$ cat src/logic/cpu_pkg.sv
package cpu_pkg;

    localparam int data_width       = 16;
    localparam int addr_width       = 6;
    localparam int field_addr_width = 3;

    typedef logic [data_width-1:0]       word_t;
    typedef logic [addr_width-1:0]       addr_t;
    typedef logic [field_addr_width-1:0] field_addr_t;

    // first instruction word is fetched from here
    localparam addr_t pc_start = 6'd8;

    typedef enum logic [3:0] {
        op_mov  = 4'd0,
        op_add  = 4'd1,
        op_sub  = 4'd2,
        op_mul  = 4'd3,
        op_div  = 4'd4,
        op_in   = 4'd7,
        op_out  = 4'd8,
        op_stop = 4'd15
    } opcode_t;

    // indirect flag sits above the 3-bit address
    typedef struct packed {
        logic        ind;
        field_addr_t addr;
    } operand_t;

    // same layout as the memory word, opcode in the top nibble
    typedef struct packed {
        opcode_t  opcode;
        operand_t x;
        operand_t y;
        operand_t z;
    } instr_t;

    typedef struct packed {
        opcode_t opcode;
        word_t   y_val;
        word_t   z_val;
        addr_t   dest;
    } exec_req_t;

    typedef struct packed {
        logic  wr_en;
        logic  out_en;
        addr_t dest;
        word_t value;
    } result_t;

    typedef enum logic [3:0] {
        st_fetch_addr,
        st_fetch_wait,
        st_fetch_load,
        st_decode,
        st_x_addr,
        st_x_wait,
        st_x_load,
        st_y_addr,
        st_y_wait,
        st_y_load,
        st_z_addr,
        st_z_wait,
        st_z_load,
        st_issue,
        st_wait_done,
        st_halt
    } decode_state_t;

endpackage

$ cat src/logic/cpu_decode.sv
`timescale 1ns/100ps

module cpu_decode (
    input  logic               clk,
    input  logic               rst_n,
    input  cpu_pkg::word_t     mem,
    input  cpu_pkg::word_t     in,
    input  logic               done,
    output cpu_pkg::addr_t     rd_addr,
    output cpu_pkg::addr_t     pc,
    output cpu_pkg::exec_req_t exec_req,
    output logic               go
);

    cpu_pkg::decode_state_t state_q;
    cpu_pkg::instr_t        ir_q;
    cpu_pkg::addr_t         pc_q;
    cpu_pkg::addr_t         mar_q;
    // holds the pointer word while an indirect operand is followed
    cpu_pkg::word_t         data_q;
    cpu_pkg::word_t         y_q;
    cpu_pkg::word_t         z_q;
    cpu_pkg::addr_t         dest_q;
    logic                   ind_q;
    cpu_pkg::operand_t      cur_operand;

    // operand field being addressed
    always_comb begin
        case (state_q)
            cpu_pkg::st_y_addr: cur_operand = ir_q.y;
            cpu_pkg::st_z_addr: cur_operand = ir_q.z;
            default:            cur_operand = ir_q.x;
        endcase
    end

    always_ff @(posedge clk or negedge rst_n) begin
        if (!rst_n) begin
            state_q <= cpu_pkg::st_fetch_addr;
            pc_q    <= cpu_pkg::pc_start;
            mar_q   <= '0;
            ind_q   <= 1'b0;
        end else begin
            case (state_q)
                cpu_pkg::st_fetch_addr: begin
                    mar_q   <= pc_q;
                    state_q <= cpu_pkg::st_fetch_wait;
                end
                cpu_pkg::st_fetch_wait: begin
                    pc_q    <= pc_q + 1'b1;
                    state_q <= cpu_pkg::st_fetch_load;
                end
                cpu_pkg::st_fetch_load: begin
                    ir_q    <= cpu_pkg::instr_t'(mem);
                    state_q <= cpu_pkg::st_decode;
                end
                cpu_pkg::st_decode: begin
                    case (ir_q.opcode)
                        cpu_pkg::op_mov, cpu_pkg::op_add, cpu_pkg::op_sub,
                        cpu_pkg::op_mul: begin
                            if (ir_q.x.ind) begin
                                state_q <= cpu_pkg::st_x_addr;
                            end else begin
                                dest_q  <= cpu_pkg::addr_t'(ir_q.x.addr);
                                state_q <= cpu_pkg::st_y_addr;
                            end
                        end
                        cpu_pkg::op_in: begin
                            if (ir_q.x.ind) begin
                                state_q <= cpu_pkg::st_x_addr;
                            end else begin
                                dest_q  <= cpu_pkg::addr_t'(ir_q.x.addr);
                                y_q     <= in;
                                state_q <= cpu_pkg::st_issue;
                            end
                        end
                        cpu_pkg::op_out: state_q <= cpu_pkg::st_x_addr;
                        // stop, div and undefined codes
                        default: state_q <= cpu_pkg::st_halt;
                    endcase
                end
                cpu_pkg::st_x_addr, cpu_pkg::st_y_addr, cpu_pkg::st_z_addr: begin
                    // second pass of an indirect read uses the pointer
                    if (ind_q) begin
                        mar_q <= data_q[cpu_pkg::addr_width-1:0];
                    end else begin
                        mar_q <= cpu_pkg::addr_t'(cur_operand.addr);
                    end
                    if (state_q == cpu_pkg::st_x_addr) begin
                        state_q <= cpu_pkg::st_x_wait;
                    end else if (state_q == cpu_pkg::st_y_addr) begin
                        state_q <= cpu_pkg::st_y_wait;
                    end else begin
                        state_q <= cpu_pkg::st_z_wait;
                    end
                end
                cpu_pkg::st_x_wait: state_q <= cpu_pkg::st_x_load;
                cpu_pkg::st_y_wait: state_q <= cpu_pkg::st_y_load;
                cpu_pkg::st_z_wait: state_q <= cpu_pkg::st_z_load;
                cpu_pkg::st_x_load: begin
                    if (ir_q.opcode != cpu_pkg::op_out) begin
                        // writing op, the word read is the destination pointer
                        dest_q <= mem[cpu_pkg::addr_width-1:0];
                        if (ir_q.opcode == cpu_pkg::op_in) begin
                            y_q     <= in;
                            state_q <= cpu_pkg::st_issue;
                        end else begin
                            state_q <= cpu_pkg::st_y_addr;
                        end
                    end else if (ir_q.x.ind && !ind_q) begin
                        data_q  <= mem;
                        ind_q   <= 1'b1;
                        state_q <= cpu_pkg::st_x_addr;
                    end else begin
                        // out value travels in the y slot
                        y_q     <= mem;
                        ind_q   <= 1'b0;
                        state_q <= cpu_pkg::st_issue;
                    end
                end
                cpu_pkg::st_y_load: begin
                    if (ir_q.y.ind && !ind_q) begin
                        data_q  <= mem;
                        ind_q   <= 1'b1;
                        state_q <= cpu_pkg::st_y_addr;
                    end else begin
                        y_q   <= mem;
                        ind_q <= 1'b0;
                        if (ir_q.opcode == cpu_pkg::op_mov) begin
                            state_q <= cpu_pkg::st_issue;
                        end else begin
                            state_q <= cpu_pkg::st_z_addr;
                        end
                    end
                end
                cpu_pkg::st_z_load: begin
                    if (ir_q.z.ind && !ind_q) begin
                        data_q  <= mem;
                        ind_q   <= 1'b1;
                        state_q <= cpu_pkg::st_z_addr;
                    end else begin
                        z_q     <= mem;
                        ind_q   <= 1'b0;
                        state_q <= cpu_pkg::st_issue;
                    end
                end
                cpu_pkg::st_issue: state_q <= cpu_pkg::st_wait_done;
                cpu_pkg::st_wait_done: begin
                    if (done) begin
                        state_q <= cpu_pkg::st_fetch_addr;
                    end
                end
                // only reset leaves halt
                default: state_q <= cpu_pkg::st_halt;
            endcase
        end
    end

    assign rd_addr = mar_q;
    assign pc      = pc_q;
    assign go      = (state_q == cpu_pkg::st_issue);

    assign exec_req = '{
        opcode: ir_q.opcode,
        y_val:  y_q,
        z_val:  z_q,
        dest:   dest_q
    };

endmodule

$ cat src/logic/cpu_execute.sv
`timescale 1ns/100ps

module cpu_execute (
    input  logic               clk,
    input  logic               rst_n,
    input  cpu_pkg::exec_req_t exec_req,
    input  logic               go,
    output cpu_pkg::result_t   res,
    output logic               res_valid
);

    cpu_pkg::result_t res_d;
    cpu_pkg::result_t res_q;
    logic             res_valid_q;

    always_comb begin
        res_d.wr_en  = 1'b1;
        res_d.out_en = 1'b0;
        res_d.dest   = exec_req.dest;
        // mov and in pass y straight through
        res_d.value  = exec_req.y_val;
        case (exec_req.opcode)
            cpu_pkg::op_add: res_d.value = exec_req.y_val + exec_req.z_val;
            cpu_pkg::op_sub: res_d.value = exec_req.y_val - exec_req.z_val;
            // low half of the product only
            cpu_pkg::op_mul: res_d.value = exec_req.y_val * exec_req.z_val;
            cpu_pkg::op_out: begin
                res_d.wr_en  = 1'b0;
                res_d.out_en = 1'b1;
            end
            default: ;
        endcase
    end

    always_ff @(posedge clk or negedge rst_n) begin
        if (!rst_n) begin
            res_valid_q <= 1'b0;
        end else begin
            res_valid_q <= go;
        end
    end

    always_ff @(posedge clk) begin
        if (go) begin
            res_q <= res_d;
        end
    end

    assign res       = res_q;
    assign res_valid = res_valid_q;

endmodule

$ cat src/logic/cpu_result.sv
`timescale 1ns/100ps

module cpu_result (
    input  logic             clk,
    input  logic             rst_n,
    input  cpu_pkg::result_t res,
    input  logic             res_valid,
    input  cpu_pkg::addr_t   rd_addr,
    output logic             we,
    output cpu_pkg::addr_t   addr,
    output cpu_pkg::word_t   data,
    output cpu_pkg::word_t   out,
    output logic             done
);

    logic           we_q;
    logic           done_q;
    cpu_pkg::addr_t wr_addr_q;
    cpu_pkg::word_t wr_data_q;
    cpu_pkg::word_t out_q;

    always_ff @(posedge clk or negedge rst_n) begin
        if (!rst_n) begin
            we_q   <= 1'b0;
            done_q <= 1'b0;
            out_q  <= '0;
        end else begin
            we_q   <= res_valid && res.wr_en;
            done_q <= res_valid;
            if (res_valid && res.out_en) begin
                out_q <= res.value;
            end
        end
    end

    // write payload
    always_ff @(posedge clk) begin
        if (res_valid && res.wr_en) begin
            wr_addr_q <= res.dest;
            wr_data_q <= res.value;
        end
    end

    // bus belongs to decode's reads except in the write cycle
    assign addr = we_q ? wr_addr_q : rd_addr;
    assign we   = we_q;
    assign data = wr_data_q;
    assign out  = out_q;
    assign done = done_q;

endmodule

$ cat src/logic/cpu_top.sv
`timescale 1ns/100ps

module cpu_top (
    input  logic           clk,
    input  logic           rst_n,
    input  cpu_pkg::word_t mem,
    input  cpu_pkg::word_t in,
    output logic           we,
    output cpu_pkg::addr_t addr,
    output cpu_pkg::word_t data,
    output cpu_pkg::word_t out,
    output cpu_pkg::addr_t pc
);

    cpu_pkg::addr_t     rd_addr;
    cpu_pkg::exec_req_t exec_req;
    logic               go;
    cpu_pkg::result_t   res;
    logic               res_valid;
    logic               done;

    cpu_decode u_decode (
        .clk      (clk),
        .rst_n    (rst_n),
        .mem      (mem),
        .in       (in),
        .done     (done),
        .rd_addr  (rd_addr),
        .pc       (pc),
        .exec_req (exec_req),
        .go       (go)
    );

    cpu_execute u_execute (
        .clk       (clk),
        .rst_n     (rst_n),
        .exec_req  (exec_req),
        .go        (go),
        .res       (res),
        .res_valid (res_valid)
    );

    cpu_result u_result (
        .clk       (clk),
        .rst_n     (rst_n),
        .res       (res),
        .res_valid (res_valid),
        .rd_addr   (rd_addr),
        .we        (we),
        .addr      (addr),
        .data      (data),
        .out       (out),
        .done      (done)
    );

endmodule

$ cat config.mk
export PLATFORM = sky130hd
export DESIGN_NAME = cpu_top
export DESIGN_NICKNAME = d
export VERILOG_FILES = /design/src/logic/cpu_pkg.sv /design/src/logic/cpu_decode.sv /design/src/logic/cpu_execute.sv /design/src/logic/cpu_result.sv /design/src/logic/cpu_top.sv
export SDC_FILE = /design/constraint.sdc
export NUM_CORES = 1
export LEC_CHECK = 0
export ABC_CLOCK_PERIOD_IN_PS = 6150
export BUFFER_PORTS_ARGS = -buffer_cell sky130_fd_sc_hd__clkbuf_2
export CAP_MARGIN = 30
export CORE_MARGIN = 2
export CORE_UTILIZATION = 30
export DETAILED_ROUTE_END_ITERATION = 16
export GPL_TIMING_DRIVEN = 0
export SYNTH_ARGS = -nofsm -noshare
export SYNTH_HDL_FRONTEND = slang
export SYNTH_HIERARCHICAL = 1
export SYNTH_SLANG_ARGS = --single-unit
$ cat constraint.sdc
create_clock -name clk -period 6.15 [get_ports clk]
set_input_delay 0.3075 -clock clk [delete_from_list [all_inputs] [get_ports clk]]
set_output_delay 0.3075 -clock clk [all_outputs]
set_load 0.01 [all_outputs]
==> impl_metrics.toml <==
[outcome]
run_status = "finished, final reports clean"

[logic_synthesis]
share_of_async_settable_or_async_resettable_flops_after_synthesis_pct = 25.4
synth_cells = 1017
synth-seq-cells = 142
yosysWarningCount = 6
synth.avg_cell_area_um2 = 10.8
synth_cell_type_count = 77
syn_nets = 1199
synth.cell_area_um2 = 11000
postSynth.topFlopCell = "edfxtp_1"
synth_sequential_area_ratio_pct = 37.1
synth_enable_flop_cells = 106

[die]
boundaryPins = 79
core-area_um2 = 36300
placement_rows = 70
dieHeight_um = 196
die_x_um = 196
die_area_um2 = 38200
starting_density_of_the_core_pct = 30.3

[worst_setup_path]
critPathArrivalTime_ns = 6.07
cp_buf_inv_count = 4
worstPathMaxFanout = 10
timing.critical_path.to_type = "flop"
worst_path_most_repeated_cell = "fa_1"
critical-path-slowest-cell = "fa_1"
critical_path.cell_chain = "buf_2 -> and2_1 -> fa_1 -> inv_1 -> fa_1 -> inv_1 -> fa_1 -> fa_1 -> inv_1 -> fa_1 -> fa_1 -> xor2_1 -> xnor2_1 -> xnor2_1 -> xnor2_1 -> xnor3_1 -> xnor2_1 -> o221ai_1"
cp_data_required_time_ns = 6.26
critical-path-max-stage-delay_ns = 0.54
critical_path.startpoint_type = "flop"
timing_worst_setup_path_type = "flop to flop"
path_delay_family = "adder cells"

[cts]
cts_htree_levels = 4
worst_skew_pair.late_latency_ns = 0.43
cts_tree = "yes"
clock_path_buffers = 2
path_clk_slew_ns = 0.06
clock_sink_count = 142
buffer_type_at_the_clock_tree_root = "clkbuf_16"
cts_buffers = 17

[power_and_ir_drop]
pwr-share-comb_pct = 66.7
p_sw_share_pct = 44.6
worst_ir_drop_vdd_mv = 0.379
internal_power_mw = 4.08
p_switching_mw = 3.29
power.density_cell_area_nw_per_um2 = 581
seq_power_share_pct = 19.6
static-leakage-power_nw = 5.49
p_clk_share_pct = 13.6
finalPower_mw = 7.37

[detailed_routing]
route.final.wire_length_mm = 28.4
via_count = 7903
detailedRoute.firstIterationViolations = 652
drt_wl_cell_um = 17.7
dr.pass1.iters = 5
detail-route-antenna-nets = 0
vias_per_cell = 4.94
drc_errors = 0

[finish]
post_route_cells_drive_above_1_share_pct = 18.3
finalInstanceArea_um2 = 12700
layout.nets = 1302
layout.core_utilization_pct = 34.9
insertedDiodeCount = 0
layout-area-overhead-vs-synth_pct = 15.4

[grt]
grt_max_degree = 31
globalRouteOverflowTotal = 0
grtUsageTotal_pct = 15.3
antenna_found_initial = 0
grt_first_pass_wirelength_mm = 44.8
grt_pass1_vias = 7990

[timing]
fin_crit_sh_pct = 96.9
relSlewSlack_pct = 33.0
finalCriticalPeriod_ns = 5.96
setup_viol_count_final = 0
final-hold-violation-count = 0
fin_skew_ns = 0.0143
fmax_ghz = 0.168
setup_tns_ns = 0
worst-slew-pin-transition_ns = 1.00
hold_slack_ns = 0.126
timing_max_transition_violations_final = 0
setup_repair_after_global_routing_missed_its_margin = "no"

[place]
gp_routability_congestion = 0.899
hpwlAfterDp_mm = 21.5
buffer_ports.inserted = 78
dpl-instance-area_um2 = 12000

[worst_hold_path]
worstHoldPathType = "primary input to flop"

[run]
cap_violations = 0
sequential cells by signal, summed over array words and instances, names as in the netlist, 12 cells and up:
| name | count |
|---|---|
| u_result/out | 16 |
| u_decode/y_q | 16 |
| u_decode/ir_q | 12 |
| u_execute/res | 24 |
| u_decode/z_q | 16 |
| u_result/data | 16 |
cells in the mapped netlist, types with 4 or more instances:
library cell | number | share of area (%)
inv_1 | 124 | 4.2
nand2_1 | 108 | 3.7
edfxtp_1 | 106 | 29
fa_1 | 81 | 15
and2_1 | 72 | 4.1
ha_1 | 67 | 7.6
xnor2_1 | 39 | 3.1
dfrtp_1 | 35 | 8.0
nor2_1 | 34 | 1.2
clkbuf_1 | 33 | 1.1
o21ai_0 | 29 | 1.3
a21oi_1 | 27 | 1.2
xor2_1 | 27 | 2.1
mux2_2 | 20 | 2.0
mux2_4 | 20 | 2.7
nand3_1 | 16 | 0.73
nor3_1 | 12 | 0.55
o31ai_1 | 11 | 0.75
a211oi_1 | 9 | 0.61
buf_2 | 8 | 0.36
nand2b_1 | 8 | 0.45
o221ai_1 | 8 | 0.64
a31oi_1 | 7 | 0.40
nand4_1 | 6 | 0.34
o21a_1 | 6 | 0.41
buf_4 | 5 | 0.34
o21ai_1 | 5 | 0.23
a21o_1 | 4 | 0.27
a221oi_1 | 4 | 0.32
and3_1 | 4 | 0.23
nor2b_1 | 4 | 0.23
or2_2 | 4 | 0.23
or3_1 | 4 | 0.23
worst register-to-register path: stages, from the launching register on:
cell and delay [ns]:
edfxtp_1 0.53, buf_2 0.29, and2_1 0.19, fa_1 0.47, inv_1 0.05, fa_1 0.53
inv_1 0.05, fa_1 0.47, fa_1 0.54, inv_1 0.05, fa_1 0.45, fa_1 0.40
xor2_1 0.17, xnor2_1 0.20, xnor2_1 0.11, xnor2_1 0.24, xnor3_1 0.47, xnor2_1 0.22
o221ai_1 0.22
power by group through the flow:
stage | clock (mW) | combinational, mW | sequential [mW]
2_1_floorplan | 0 | 3.74 | 1.43
3_3_place_gp | 0 | 4.80 | 1.46
3_5_place_dp | 0 | 4.88 | 1.46
4_1_cts | 1.03 | 4.92 | 1.44
5_1_grt | 1.08 | 5.54 | 1.47
6_report | 1.00 | 4.92 | 1.45
layout by cell type (no fill, tap or decap), types with 20 or more instances in the layout:
| cell | count |
|---|---|
| mux2_4 | 20 |
| a21oi_1 | 27 |
| and2_1 | 72 |
| xnor2_1 | 39 |
| clkbuf_2 | 86 |
| dfrtp_1 | 35 |
| nand2_1 | 108 |
| nor2_1 | 34 |
| o21ai_0 | 29 |
| ha_1 | 67 |
| xor2_1 | 27 |
| fa_1 | 81 |
| edfxtp_1 | 106 |
| inv_1 | 124 |
| mux2_2 | 20 |
timing repair:
item,CTS,global route
endpoints found under the setup margin,4,4
hold endpoints to repair,6,0
hold buffers,1,0
resized for setup,8,14
setup buffers,0,7
cell families (layout without fill, tap and decap cells):
logic type | Yosys count | after routing | share of synthesized area, %
and+or+nand+nor | 297 | 297 | 14.4
adders and majority gates | 148 | 148 | 22.4
AOI/OAI and AO/OA | 145 | 145 | 9.25
muxes | 42 | 42 | 4.96
buffers and inverters | 176 | 292 | 6.49
DFF | 142 | 142 | 37.1
xor gates and xnor gates | 67 | 67 | 5.46
final timing paths:
kind / from / to / slack, ns / cells past startpoint
max: u_decode/z_q[3] / u_execute/res[15] / 0.19 / 18
min: mem[7] / u_decode/ir_q[7] / 0.13 / 1
max reg2reg: u_decode/z_q[3] / u_execute/res[15] / 0.19 / 18
min reg2reg: u_execute/res[18] / u_result/wr_addr_q[2] / 0.42 / 0
max in group asynchronous: rst_n / u_decode/pc[3] / 5.31 / 3
min in group asynchronous: rst_n / u_decode/state_q[3] / 0.30 / 2
per-layer routing:
metal	GRT usage, %	routed length, um
met1	21.5	13300
met5	0	0
met3	2.92	1840
met4	5.68	762
met2	23.3	12500
layout make-up:
type | count | area [um2]
Tap cell | 468 | 586
Buffer | 46 | 248
Clock buffer | 17 | 425
Fill cell | 3603 | 23700
Timing Repair Buffer | 90 | 503
Sequential cell | 142 | 4090
Multi-Input combinational cell | 699 | 6220
Inverter | 124 | 465
Clock inverter | 15 | 155
stage by stage:
step	worst slack, ns	cells
floorplan	0.607	1017
global placement	-0.444	1563
detailed placement	-0.476	1566
CTS	0.000759	1596
global route	0.00568	1601
finish	0.191	1601
Note: power is estimated with default switching activity, not from simulation.
